--- src/bridge_params.svh ---
`ifndef BRIDGE_PARAMS_SVH
`define BRIDGE_PARAMS_SVH

//////////////////////////////
// uart timing
// 50 MHz sys_clk, 115200 baud
`define BRIDGE_CLKS_PER_BIT 434

//////////////////////////////
// spi timing
// sys_clk cycles per sclk half period
`define BRIDGE_SPI_HALF_PERIOD 4
// address byte plus data byte
`define BRIDGE_FRAME_BITS 16

//////////////////////////////
// chip reset and readback
// at 50 MHz ten clocks give 200 ns, well over the chip's minimum
`define BRIDGE_RESET_STRETCH 4'd10
`define BRIDGE_QUEUE_DEPTH 4

`endif

--- src/spi_pkg.sv ---
`default_nettype none

`include "bridge_params.svh"

// spi frame types for the display chip
package spi_pkg;

  // address goes out first, so it sits in the upper byte
  typedef struct packed {
    logic [7:0] addr;
    logic [7:0] data;
  } spi_fields_s;

  // raw view for the shifter, field view for the byte pairing
  typedef union packed {
    logic [`BRIDGE_FRAME_BITS-1:0] raw;
    spi_fields_s                   fields;
  } spi_frame_u;

  // start strobe plus the frame it launches
  typedef struct packed {
    logic       start;
    spi_frame_u frame;
  } spi_req_s;

endpackage

`default_nettype wire

--- src/uart_pkg.sv ---
`default_nettype none

// serial byte traffic between uart and spi stages
package uart_pkg;

  // one received or returned byte
  // strobe high for a single sys_clk cycle
  typedef struct packed {
    logic       strobe;
    logic [7:0] data;
  } uart_byte_s;

endpackage

`default_nettype wire

--- src/bridge_top.sv ---
`timescale 1ns/1ns
`default_nettype none

`include "bridge_params.svh"

module bridge_top
  import uart_pkg::*, spi_pkg::*;
(
  input  logic sys_clk,
  input  logic reset_all_cmd_w,
  input  logic uart_rx_i,
  output logic uart_tx_o,
  input  logic spi_miso_i,
  output logic spi_mosi_o,
  output logic spi_sclk_o,
  output logic spi_cs_n_o,
  output logic slm_reset_n_o
);

  uart_byte_s rx_byte;
  spi_req_s   spi_req;
  uart_byte_s rd_byte;
  uart_byte_s tx_byte;
  logic       tx_active;

  // chip reset, stretched past the command
  reset_stretch reset_stretch0 (
    .sys_clk         (sys_clk),
    .reset_all_cmd_w (reset_all_cmd_w),
    .slm_reset_n_o   (slm_reset_n_o)
  );

  //////////////////////////////
  // host to chip path
  uart_rx #(
    .CLKS_PER_BIT (`BRIDGE_CLKS_PER_BIT)
  ) uart_rx0 (
    .sys_clk         (sys_clk),
    .reset_all_cmd_w (reset_all_cmd_w),
    .uart_rx_i       (uart_rx_i),
    .rx_byte_o       (rx_byte)
  );

  spi_frame_builder spi_frame_builder0 (
    .sys_clk         (sys_clk),
    .reset_all_cmd_w (reset_all_cmd_w),
    .rx_byte_i       (rx_byte),
    .spi_req_o       (spi_req)
  );

  spi_master spi_master0 (
    .sys_clk         (sys_clk),
    .reset_all_cmd_w (reset_all_cmd_w),
    .spi_req_i       (spi_req),
    .spi_miso_i      (spi_miso_i),
    .spi_mosi_o      (spi_mosi_o),
    .spi_sclk_o      (spi_sclk_o),
    .spi_cs_n_o      (spi_cs_n_o),
    .rd_byte_o       (rd_byte)
  );

  //////////////////////////////
  // readback to host
  readback_queue readback_queue0 (
    .sys_clk         (sys_clk),
    .reset_all_cmd_w (reset_all_cmd_w),
    .rd_byte_i       (rd_byte),
    .tx_active_i     (tx_active),
    .tx_byte_o       (tx_byte)
  );

  uart_tx #(
    .CLKS_PER_BIT (`BRIDGE_CLKS_PER_BIT)
  ) uart_tx0 (
    .sys_clk         (sys_clk),
    .reset_all_cmd_w (reset_all_cmd_w),
    .tx_byte_i       (tx_byte),
    .uart_tx_o       (uart_tx_o),
    .tx_active_o     (tx_active)
  );

endmodule

`default_nettype wire

--- src/readback_queue.sv ---
`timescale 1ns/1ns
`default_nettype none

`include "bridge_params.svh"

module readback_queue
  import uart_pkg::*;
(
  input  logic       sys_clk,
  input  logic       reset_all_cmd_w,
  input  uart_byte_s rd_byte_i,
  input  logic       tx_active_i,
  output uart_byte_s tx_byte_o
);

  localparam int DEPTH = `BRIDGE_QUEUE_DEPTH;
  localparam int PTR_W = $clog2(DEPTH);
  localparam int CNT_W = $clog2(DEPTH + 1);
  localparam logic [PTR_W-1:0] PTR_LAST = PTR_W'(DEPTH - 1);
  localparam logic [CNT_W-1:0] CNT_FULL = CNT_W'(DEPTH);

  logic [7:0]       mem_q [DEPTH];
  logic [PTR_W-1:0] wr_ptr_q;
  logic [PTR_W-1:0] rd_ptr_q;
  logic [CNT_W-1:0] count_q;
  logic             start_q;
  logic [7:0]       data_q;
  logic             push;
  logic             pop;

  // full queue drops the byte
  assign push = rd_byte_i.strobe && (count_q != CNT_FULL);
  // no pop while a start is pending, tx_active rises a cycle later
  assign pop  = (count_q != '0) && !tx_active_i && !start_q;

  always_ff @(posedge sys_clk) begin
    if (reset_all_cmd_w) begin
      wr_ptr_q <= '0;
      rd_ptr_q <= '0;
      count_q  <= '0;
      start_q  <= 1'b0;
    end else begin
      // transmitter starts the cycle after the pop
      start_q <= pop;
      if (push) begin
        wr_ptr_q <= (wr_ptr_q == PTR_LAST) ? '0 : wr_ptr_q + 1'b1;
      end
      if (pop) begin
        rd_ptr_q <= (rd_ptr_q == PTR_LAST) ? '0 : rd_ptr_q + 1'b1;
      end
      if (push && !pop) begin
        count_q <= count_q + 1'b1;
      end else if (pop && !push) begin
        count_q <= count_q - 1'b1;
      end
    end
  end

  // storage and output byte
  always_ff @(posedge sys_clk) begin
    if (push) begin
      mem_q[wr_ptr_q] <= rd_byte_i.data;
    end
    if (pop) begin
      data_q <= mem_q[rd_ptr_q];
    end
  end

  assign tx_byte_o.strobe = start_q;
  assign tx_byte_o.data   = data_q;

  a_count_in_range : assert property (
    @(posedge sys_clk) disable iff (reset_all_cmd_w)
    count_q <= CNT_FULL
  ) else $error("readback_queue count above depth");

endmodule

`default_nettype wire

--- src/reset_stretch.sv ---
`timescale 1ns/1ns
`default_nettype none

`include "bridge_params.svh"

module reset_stretch (
  input  logic sys_clk,
  input  logic reset_all_cmd_w,
  output logic slm_reset_n_o
);

  // remaining stretch cycles
  logic [3:0] stretch_q;

  // reload while the command is held, then run down to zero
  always_ff @(posedge sys_clk) begin
    if (reset_all_cmd_w) begin
      stretch_q <= `BRIDGE_RESET_STRETCH;
    end else if (stretch_q != 4'd0) begin
      stretch_q <= stretch_q - 4'd1;
    end
  end

  // chip reset is active low
  // low for the command plus exactly the stretch count after it
  assign slm_reset_n_o = !(reset_all_cmd_w || (stretch_q != 4'd0));

endmodule

`default_nettype wire

--- src/spi_frame_builder.sv ---
`timescale 1ns/1ns
`default_nettype none

module spi_frame_builder
  import uart_pkg::*, spi_pkg::*;
(
  input  logic       sys_clk,
  input  logic       reset_all_cmd_w,
  input  uart_byte_s rx_byte_i,
  output spi_req_s   spi_req_o
);

  logic       strobe_d_q;
  logic       rx_edge;
  // high when the next byte completes a pair
  logic       second_q;
  logic       start_q;
  spi_frame_u frame_q;

  assign rx_edge = rx_byte_i.strobe && !strobe_d_q;

  // pairing and start strobe
  always_ff @(posedge sys_clk) begin
    if (reset_all_cmd_w) begin
      strobe_d_q <= 1'b0;
      second_q   <= 1'b0;
      start_q    <= 1'b0;
    end else begin
      strobe_d_q <= rx_byte_i.strobe;
      start_q    <= rx_edge && second_q;
      if (rx_edge) begin
        second_q <= !second_q;
      end
    end
  end

  // previous byte becomes the address, new byte the data
  always_ff @(posedge sys_clk) begin
    if (rx_edge) begin
      frame_q.fields.addr <= frame_q.fields.data;
      frame_q.fields.data <= rx_byte_i.data;
    end
  end

  assign spi_req_o.start = start_q;
  assign spi_req_o.frame = frame_q;

endmodule

`default_nettype wire

--- src/spi_master.sv ---
`timescale 1ns/1ns
`default_nettype none

`include "bridge_params.svh"

module spi_master
  import uart_pkg::*, spi_pkg::*;
(
  input  logic       sys_clk,
  input  logic       reset_all_cmd_w,
  input  spi_req_s   spi_req_i,
  input  logic       spi_miso_i,
  output logic       spi_mosi_o,
  output logic       spi_sclk_o,
  output logic       spi_cs_n_o,
  output uart_byte_s rd_byte_o
);

  localparam int HALF = `BRIDGE_SPI_HALF_PERIOD;
  localparam int BITS = `BRIDGE_FRAME_BITS;
  localparam int DIV_W = $clog2(HALF + 1);
  localparam int BIT_W = $clog2(BITS);
  localparam logic [DIV_W-1:0] DIV_LAST = DIV_W'(HALF - 1);
  localparam logic [BIT_W-1:0] BIT_LAST = BIT_W'(BITS - 1);

  logic             busy_q;
  // one cycle between the last sclk fall and cs release
  logic             tail_q;
  logic             cs_n_q;
  logic             sclk_q;
  logic [DIV_W-1:0] div_q;
  logic [BIT_W-1:0] bit_q;
  spi_frame_u       shift_q;
  logic             miso_q;
  logic             rd_strobe_q;
  logic [7:0]       rd_data_q;
  logic             start_ok;
  logic             half_end;
  logic             sclk_rise;
  logic             sclk_fall;

  assign start_ok  = !busy_q && spi_req_i.start;
  assign half_end  = busy_q && !tail_q && (div_q == DIV_LAST);
  assign sclk_rise = half_end && !sclk_q;
  assign sclk_fall = half_end && sclk_q;

  //////////////////////////////
  // clock divider and bit count
  always_ff @(posedge sys_clk) begin
    rd_strobe_q <= 1'b0;
    if (reset_all_cmd_w) begin
      busy_q <= 1'b0;
      tail_q <= 1'b0;
      cs_n_q <= 1'b1;
      sclk_q <= 1'b0;
      div_q  <= '0;
      bit_q  <= '0;
    end else if (start_ok) begin
      busy_q <= 1'b1;
      cs_n_q <= 1'b0;
      div_q  <= '0;
      bit_q  <= '0;
    end else if (tail_q) begin
      // busy falls together with the readback strobe
      tail_q      <= 1'b0;
      busy_q      <= 1'b0;
      cs_n_q      <= 1'b1;
      rd_strobe_q <= 1'b1;
    end else if (half_end) begin
      div_q  <= '0;
      sclk_q <= !sclk_q;
      if (sclk_fall) begin
        if (bit_q == BIT_LAST) begin
          tail_q <= 1'b1;
        end else begin
          bit_q <= bit_q + 1'b1;
        end
      end
    end else if (busy_q) begin
      div_q <= div_q + 1'b1;
    end
  end

  //////////////////////////////
  // shift path, mode 0
  // miso caught on the rise, shifted in on the fall
  always_ff @(posedge sys_clk) begin
    if (start_ok) begin
      shift_q <= spi_req_i.frame;
    end else if (sclk_rise) begin
      miso_q <= spi_miso_i;
    end else if (sclk_fall) begin
      shift_q.raw <= {shift_q.raw[BITS-2:0], miso_q};
    end
    // last eight samples hold the chip's reply
    if (tail_q) begin
      rd_data_q <= shift_q.raw[7:0];
    end
  end

  assign spi_mosi_o       = shift_q.raw[BITS-1];
  assign spi_sclk_o       = sclk_q;
  assign spi_cs_n_o       = cs_n_q;
  assign rd_byte_o.strobe = rd_strobe_q;
  assign rd_byte_o.data   = rd_data_q;

  // pairs arrive at uart rate, far slower than a frame
  a_no_start_while_busy : assert property (
    @(posedge sys_clk) disable iff (reset_all_cmd_w)
    spi_req_i.start |-> !busy_q
  ) else $error("spi_master start while busy");

endmodule

`default_nettype wire

--- src/uart_rx.sv ---
`timescale 1ns/1ns
`default_nettype none

module uart_rx
  import uart_pkg::*;
#(
  parameter int CLKS_PER_BIT = 434
) (
  input  logic       sys_clk,
  input  logic       reset_all_cmd_w,
  input  logic       uart_rx_i,
  output uart_byte_s rx_byte_o
);

  localparam int CNT_W = $clog2(CLKS_PER_BIT);
  localparam logic [CNT_W-1:0] CNT_LAST = CNT_W'(CLKS_PER_BIT - 1);
  localparam logic [CNT_W-1:0] CNT_MID = CNT_W'((CLKS_PER_BIT - 1) / 2);

  typedef enum logic [1:0] {RX_IDLE, RX_START, RX_DATA, RX_STOP} rx_state_e;

  rx_state_e        state_q;
  logic [CNT_W-1:0] cnt_q;
  logic [2:0]       idx_q;
  logic             meta_q;
  logic             line_q;
  logic             strobe_q;
  logic [7:0]       data_q;

  //////////////////////////////
  // line sync and bit framing
  always_ff @(posedge sys_clk) begin
    // strobe lasts one cycle only
    strobe_q <= 1'b0;
    if (reset_all_cmd_w) begin
      meta_q  <= 1'b1;
      line_q  <= 1'b1;
      state_q <= RX_IDLE;
      cnt_q   <= '0;
      idx_q   <= 3'd0;
    end else begin
      // two flops against metastability
      meta_q <= uart_rx_i;
      line_q <= meta_q;
      case (state_q)
        RX_IDLE: begin
          cnt_q <= '0;
          if (!line_q) begin
            state_q <= RX_START;
          end
        end
        RX_START: begin
          // start bit must still be low at its middle
          if (cnt_q == CNT_MID) begin
            cnt_q   <= '0;
            idx_q   <= 3'd0;
            state_q <= line_q ? RX_IDLE : RX_DATA;
          end else begin
            cnt_q <= cnt_q + 1'b1;
          end
        end
        RX_DATA: begin
          if (cnt_q == CNT_LAST) begin
            cnt_q <= '0;
            idx_q <= idx_q + 3'd1;
            if (idx_q == 3'd7) begin
              state_q <= RX_STOP;
            end
          end else begin
            cnt_q <= cnt_q + 1'b1;
          end
        end
        default: begin
          // stop bit middle, framing check
          if (cnt_q == CNT_LAST) begin
            strobe_q <= line_q;
            state_q  <= RX_IDLE;
          end else begin
            cnt_q <= cnt_q + 1'b1;
          end
        end
      endcase
    end
  end

  // data bits, lsb first
  always_ff @(posedge sys_clk) begin
    if (state_q == RX_DATA && cnt_q == CNT_LAST) begin
      data_q[idx_q] <= line_q;
    end
  end

  assign rx_byte_o.strobe = strobe_q;
  assign rx_byte_o.data   = data_q;

endmodule

`default_nettype wire

--- src/uart_tx.sv ---
`timescale 1ns/1ns
`default_nettype none

module uart_tx
  import uart_pkg::*;
#(
  parameter int CLKS_PER_BIT = 434
) (
  input  logic       sys_clk,
  input  logic       reset_all_cmd_w,
  input  uart_byte_s tx_byte_i,
  output logic       uart_tx_o,
  output logic       tx_active_o
);

  localparam int CNT_W = $clog2(CLKS_PER_BIT);
  localparam logic [CNT_W-1:0] CNT_LAST = CNT_W'(CLKS_PER_BIT - 1);

  typedef enum logic [1:0] {TX_IDLE, TX_START, TX_DATA, TX_STOP} tx_state_e;

  tx_state_e        state_q;
  logic [CNT_W-1:0] cnt_q;
  logic [2:0]       idx_q;
  logic [7:0]       data_q;

  always_ff @(posedge sys_clk) begin
    if (reset_all_cmd_w) begin
      state_q     <= TX_IDLE;
      cnt_q       <= '0;
      idx_q       <= 3'd0;
      uart_tx_o   <= 1'b1;
      tx_active_o <= 1'b0;
    end else if (state_q == TX_IDLE) begin
      cnt_q <= '0;
      if (tx_byte_i.strobe) begin
        // start bit from the next cycle
        state_q     <= TX_START;
        uart_tx_o   <= 1'b0;
        tx_active_o <= 1'b1;
      end
    end else if (cnt_q != CNT_LAST) begin
      cnt_q <= cnt_q + 1'b1;
    end else begin
      // bit boundary
      cnt_q <= '0;
      case (state_q)
        TX_START: begin
          idx_q     <= 3'd0;
          uart_tx_o <= data_q[0];
          state_q   <= TX_DATA;
        end
        TX_DATA: begin
          idx_q <= idx_q + 3'd1;
          if (idx_q == 3'd7) begin
            uart_tx_o <= 1'b1;
            state_q   <= TX_STOP;
          end else begin
            uart_tx_o <= data_q[idx_q + 3'd1];
          end
        end
        default: begin
          // stop bit done, line stays high
          state_q     <= TX_IDLE;
          tx_active_o <= 1'b0;
        end
      endcase
    end
  end

  // byte held for the whole frame
  always_ff @(posedge sys_clk) begin
    if (state_q == TX_IDLE && tx_byte_i.strobe) begin
      data_q <= tx_byte_i.data;
    end
  end

  // queue must wait for the previous frame
  a_no_start_while_active : assert property (
    @(posedge sys_clk) disable iff (reset_all_cmd_w)
    tx_byte_i.strobe |-> !tx_active_o
  ) else $error("uart_tx start while active");

endmodule

`default_nettype wire

--- config.mk ---
export PLATFORM = sky130hd
export DESIGN_NAME = bridge_top
export DESIGN_NICKNAME = d
export VERILOG_FILES = /design/src/spi_pkg.sv /design/src/uart_pkg.sv /design/src/bridge_top.sv /design/src/readback_queue.sv /design/src/reset_stretch.sv /design/src/spi_frame_builder.sv /design/src/spi_master.sv /design/src/uart_rx.sv /design/src/uart_tx.sv
export VERILOG_INCLUDE_DIRS = /design/src /design/src/src
export SDC_FILE = /design/constraint.sdc
export NUM_CORES = 1
export LEC_CHECK = 0
export ABC_AREA = 1
export ABC_CLOCK_PERIOD_IN_PS = 5300
export BUFFER_PORTS_ARGS = -buffer_cell sky130_fd_sc_hd__buf_2
export CAP_MARGIN = 20
export CORE_UTILIZATION = 55
export DETAILED_ROUTE_END_ITERATION = 6
export GPL_TIMING_DRIVEN = 1
export HOLD_SLACK_MARGIN = 0.06
export PLACE_DENSITY = 0.71
export SYNTH_ARGS = -nofsm -noshare
export SYNTH_HDL_FRONTEND = slang
export SYNTH_SLANG_ARGS = --single-unit
--- constraint.sdc ---
create_clock -name sys_clk -period 5.3 [get_ports sys_clk]
set_input_delay 1.06 -clock sys_clk [delete_from_list [all_inputs] [get_ports sys_clk]]
set_output_delay 1.06 -clock sys_clk [all_outputs]
set_load 0.005 [all_outputs]
# Word level (Yosys, flattened, before mapping)
# Memory sizes are Yosys's and may differ from the RTL's. A register that Yosys moved wholly into a read port is not among the register bits.
# Cells that the tools add are included.
# op_classes
n_reduce_logical	53
div	0
addsub	11
order_cmp	3
shift	0
n_mul	0
mux	54
n_bitwise	6
eq_ne	24
# ops
operator	count
16-bit 2-to-1 mux	3
9-bit 2-to-1 mux	3
9-bit one-hot mux with 3 select lines	1
2-bit 2-to-1 mux	12
1-bit 2-to-1 mux	21
9-bit by 1-bit adder with 9-bit output, second input constant	2
3-bit 2-to-1 mux	6
3-bit AND reduction	6
1-bit logical AND	15
3-bit by 1-bit adder with 3-bit output, second input constant	4
2-bit by 1-bit != test with 1-bit output, second input constant	6
3-bit one-hot mux with 2 select lines	2
2-bit nonzero test	6
1-bit zero test	10
9-bit by 8-bit == test with 1-bit output, second input constant	1
9-bit == test, second input constant	1
9-bit != test, second input constant	1
3-bit nonzero test	3
8-bit bitwise mux	1
2-bit == test, second input constant	4
3-bit by 4-bit < comparator with 1-bit output, second input constant	2
3-bit == test, second input constant	2
1-bit inverter	6
2-bit one-hot mux with 3 select lines	1
25 further kinds	32
# word_totals
regBits	117
in_bits	4
memories	1
out_inout_bits	5
rom_bits	0
wordCells	184
mem_bits_rw	32
latchBits	0
# mem_list
name	words	word_bits	rd	rd_ports_with_merged_regs	wr	line_no	rtl
readback_queue0.mem_q	4	8	1	1	1	readback_queue.sv:22	logic [7:0] mem_q [DEPTH];

# Logic depth before layout (Yosys ltp)
# depth
ltp_word	7
mapped_depth	11
depth_no_buf	11

# Hierarchy
# Synthesis repeated with hierarchy kept, for this count alone.
# hier_totals
cells_unflattened	645
area_unflattened_um2	6849.1
# modules_own_cells
module	cells_each	area_each_um2	n_inst	seq_area_each_um2
readback_queue	157	2026.9	1	1361.3
spi_master	152	1529.0	1	991.0
uart_rx	144	1310.0	1	580.6
uart_tx	132	1173.6	1	560.5
spi_frame_builder	30	593.1	1	540.5
reset_stretch	30	216.5	1	80.1

# Least setup slack after synthesis
# Ideal clock, no wire load.
# synth_timing
kind	input -> output
startpoint	in reset_all_cmd_w
endpoint	out slm_reset_n_o
path_buffers	1
setup_slack_ps	2880
stages	2
required_ps	4240
arrival_ps	1360
cell_sequence	clkbuf_1 -> nor2_1
# synth_via
elab_chain_len	2
# synth_lines
element	line_no	rtl
from (decl)	bridge_top.sv:10	input logic reset_all_cmd_w,
1-bit logical OR	reset_stretch.sv:26	assign slm_reset_n_o = !(reset_all_cmd_w || (stretch_q != 4'd0));
1-bit zero test	reset_stretch.sv:26	
to (decl)	bridge_top.sv:17	output logic slm_reset_n_o
# Every way passes these cells.

# Worst setup path in the final report
# Same ends and word-level chain as after synthesis.

==> results.ini <==
[status]
status=complete, no violations

[synthesis]
ys_warn_count=0
syn-cell-area_um2=6470
syn_avg_cell_area_um2=10.4
synth_fp_nets=655
ys_top_cells_by_count=nand2_1 (131), edfxtp_1 (97), nor2_1 (80)
synth_seq_cells=157
syn_inst=623
synth_area_leaders=edfxtp_1 (45%), dfxtp_1 (19%), nand2_1 (7.6%)
synth_edf_count=97
synth_area_leader_cell=edfxtp_1
ys_async_sr_fraction_pct=0
synth.distinct_cells=40
synth-main-ff-cell=edfxtp_1
ys_seq_area_share_pct=63.5
yosysTopAreaCellShare_pct=45.0
synth.most_common_cell=nand2_1

[cts]
cts_tree=yes
cts_sinks=157
clkTransAtPathRegs_ns=0.06
clockBufferDepth=2
clockRootBuffer=clkbuf_16
clkLatencyLatePin_ns=0.43
cts_buffers=17
cts_resized=0
htreeDepth=4
post_cts_buffers=0
ctsHoldBuffers=0

[global_route]
grt_pass1_wl_um=18100
grtUsageTotal_pct=18.7
antenna_found_initial=0
grt_max_degree=23
grt.overflow.total=0
grt_pass1_vias=4018

[timing]
whs_ns=0.414
fin_skew_ns=0.00966
fin_crit_sh_pct=51.3
max_clock_freq_mhz=368
worst_slack_ns=2.58
slew_headroom_pct=46.7
drv_slew=0
rsz0062_at_grt=false
hold_viol=0
setup_tns_ns=0
fin_crit_ns=2.72
setup_viol=0
tightest_slew_ns=0.797

[floorplanning]
rows=39
ioPinCount=9
coreArea_um2=11500
initial_utilization_pct=56.5
die_area_um2=12200
dieWidth_um=111
die_h_um=111

[min_path]
hold_path_class=reg2reg

[routing]
drt_iter0_drc=172
drt_wl_total_um=10200
drtPass1Iterations=4
vias=4106
ant_nets=0
drc=0
vias_per_cell=5.16
post_drt_wl_per_cell_um=12.8

[setup_path]
end_kind=output port
cp_num_buf_inv=2
start_kind=primary input
critPathSlowestCell=buf_2
cp_cell_sequence=buf_2, nor2_1, buf_2
slowest_delay_ns=0.32
required_ns=4.24
arrival_ns=1.66
cpMostUsedCell=buf_2
path_max_fanout=17
crit_family=buffers and inverters
path_class=in2out

[place]
dp_hpwl_um=6890
dp_slack_ns=2.58
gp_congestion=0.817
io_buffers=8

[final_layout]
n_fill_cell=865
drive_above_1_share_pct=10.4
fin_nets=672
area.growth.synth_to_final_pct=11.7
diodes=0
fin_util_pct=63.1

[power]
power_density_nw_per_um2=443
leakagePower_nw=2.77
ir_drop_mv=0.302

[flow_run]
maxCapViolCount=0

==> logic make-up (layout without fill, tap and decap cells) <==
logic type                 Yosys count  in the layout  share of synthesized area, %
AOI/OAI and AO/OA                   74             74                          6.38
DFF                                157            157                          63.5
xor gates and xnor gates            10             10                          1.35
adders and majority gates           28             28                          5.53
and+or+nand+nor                    278            278                          18.5
buffers and inverters               76            106                          4.70
==> power by group <==
group          switching [mW]  internal (mW)  leakage [nW]  total, mW
combinational           0.323          0.160          1.12      0.483
sequential             0.0916           1.44          1.36       1.53
clock                   0.485          0.700         0.282       1.19
==> metrics by stage <==
stage,power (mW),std cells,instance area [µm²]
floorplan,1.92,623,6470
global placement,2.00,764,6640
detailed placement,2.03,764,6640
CTS,3.22,796,7230
global route,3.37,796,7230
finish,3.20,796,7230
==> per-layer routing <==
layer	global-route usage [%]	routed length, µm
met1	20.6	4340
met2	33.0	5330
met5	0	0
met3	5.49	350
met4	9.24	174
==> sequential cells by signal (all words and copies together) (netlist names), 2 cells and up <==
name / flops
readback_queue0.mem_q: 32
spi_frame_builder0.frame_q: 16
spi_master0.shift_q: 16
uart_rx0.cnt_q: 9
uart_tx0.cnt_q: 9
readback_queue0.data_q: 8
spi_master0.rd_data_q: 8
uart_rx0.data_q: 8
uart_tx0.data_q: 8
reset_stretch0.stretch_q: 4
spi_master0.bit_q: 4
readback_queue0.count_q: 3
spi_master0.div_q: 3
uart_rx0.idx_q: 3
uart_tx0.idx_q: 3
readback_queue0.rd_ptr_q: 2
readback_queue0.wr_ptr_q: 2
uart_rx0.state_q: 2
uart_tx0.state_q: 2
==> final cells by class <==
| class | count | area [µm²] | area share (%) |
|---|---|---|---|
| multi-input cells | 390 | 2060 | 28.4 |
| clock inverters | 14 | 159 | 2.20 |
| inverters | 65 | 245 | 3.39 |
| well taps | 143 | 179 | 2.47 |
| flip-flops and latches | 157 | 4110 | 56.9 |
| repair buffers | 9 | 47.5 | 0.658 |
| clock buffers | 18 | 429 | 5.94 |
==> final timing paths <==
path	from	end	slack [ns]	cells past startpoint
setup / recovery	reset_all_cmd_w	slm_reset_n_o	2.58	3
hold / removal	uart_rx0.meta_q	uart_rx0.line_q	0.41	1
setup reg to reg	readback_queue0.count_q[0]	readback_queue0.count_q[1]	2.81	8
hold reg to reg	uart_rx0.meta_q	uart_rx0.line_q	0.41	1
==> worst reg2reg max path: stages, from the launching register on <==
cell	delay, ns
dfxtp_1	0.47
nor3_1	0.13
nor3_2	0.56
inv_1	0.22
ha_1	0.25
inv_1	0.10
fa_1	0.41
o21ai_0	0.18
nor2_1	0.06
==> layout by cell type (no fill, tap or decap), types with 16 or more instances in the layout <==
cell	netlist	layout
nand2_1	131	131
nand3_1	22	22
ha_1	27	27
o21ai_0	33	33
clkbuf_16	0	17
inv_1	61	61
nor3_1	16	16
edfxtp_1	97	97
nor2_1	80	80
a21oi_1	24	24
dfxtp_1	60	60
Note: power is estimated with default switching activity, not from simulation.
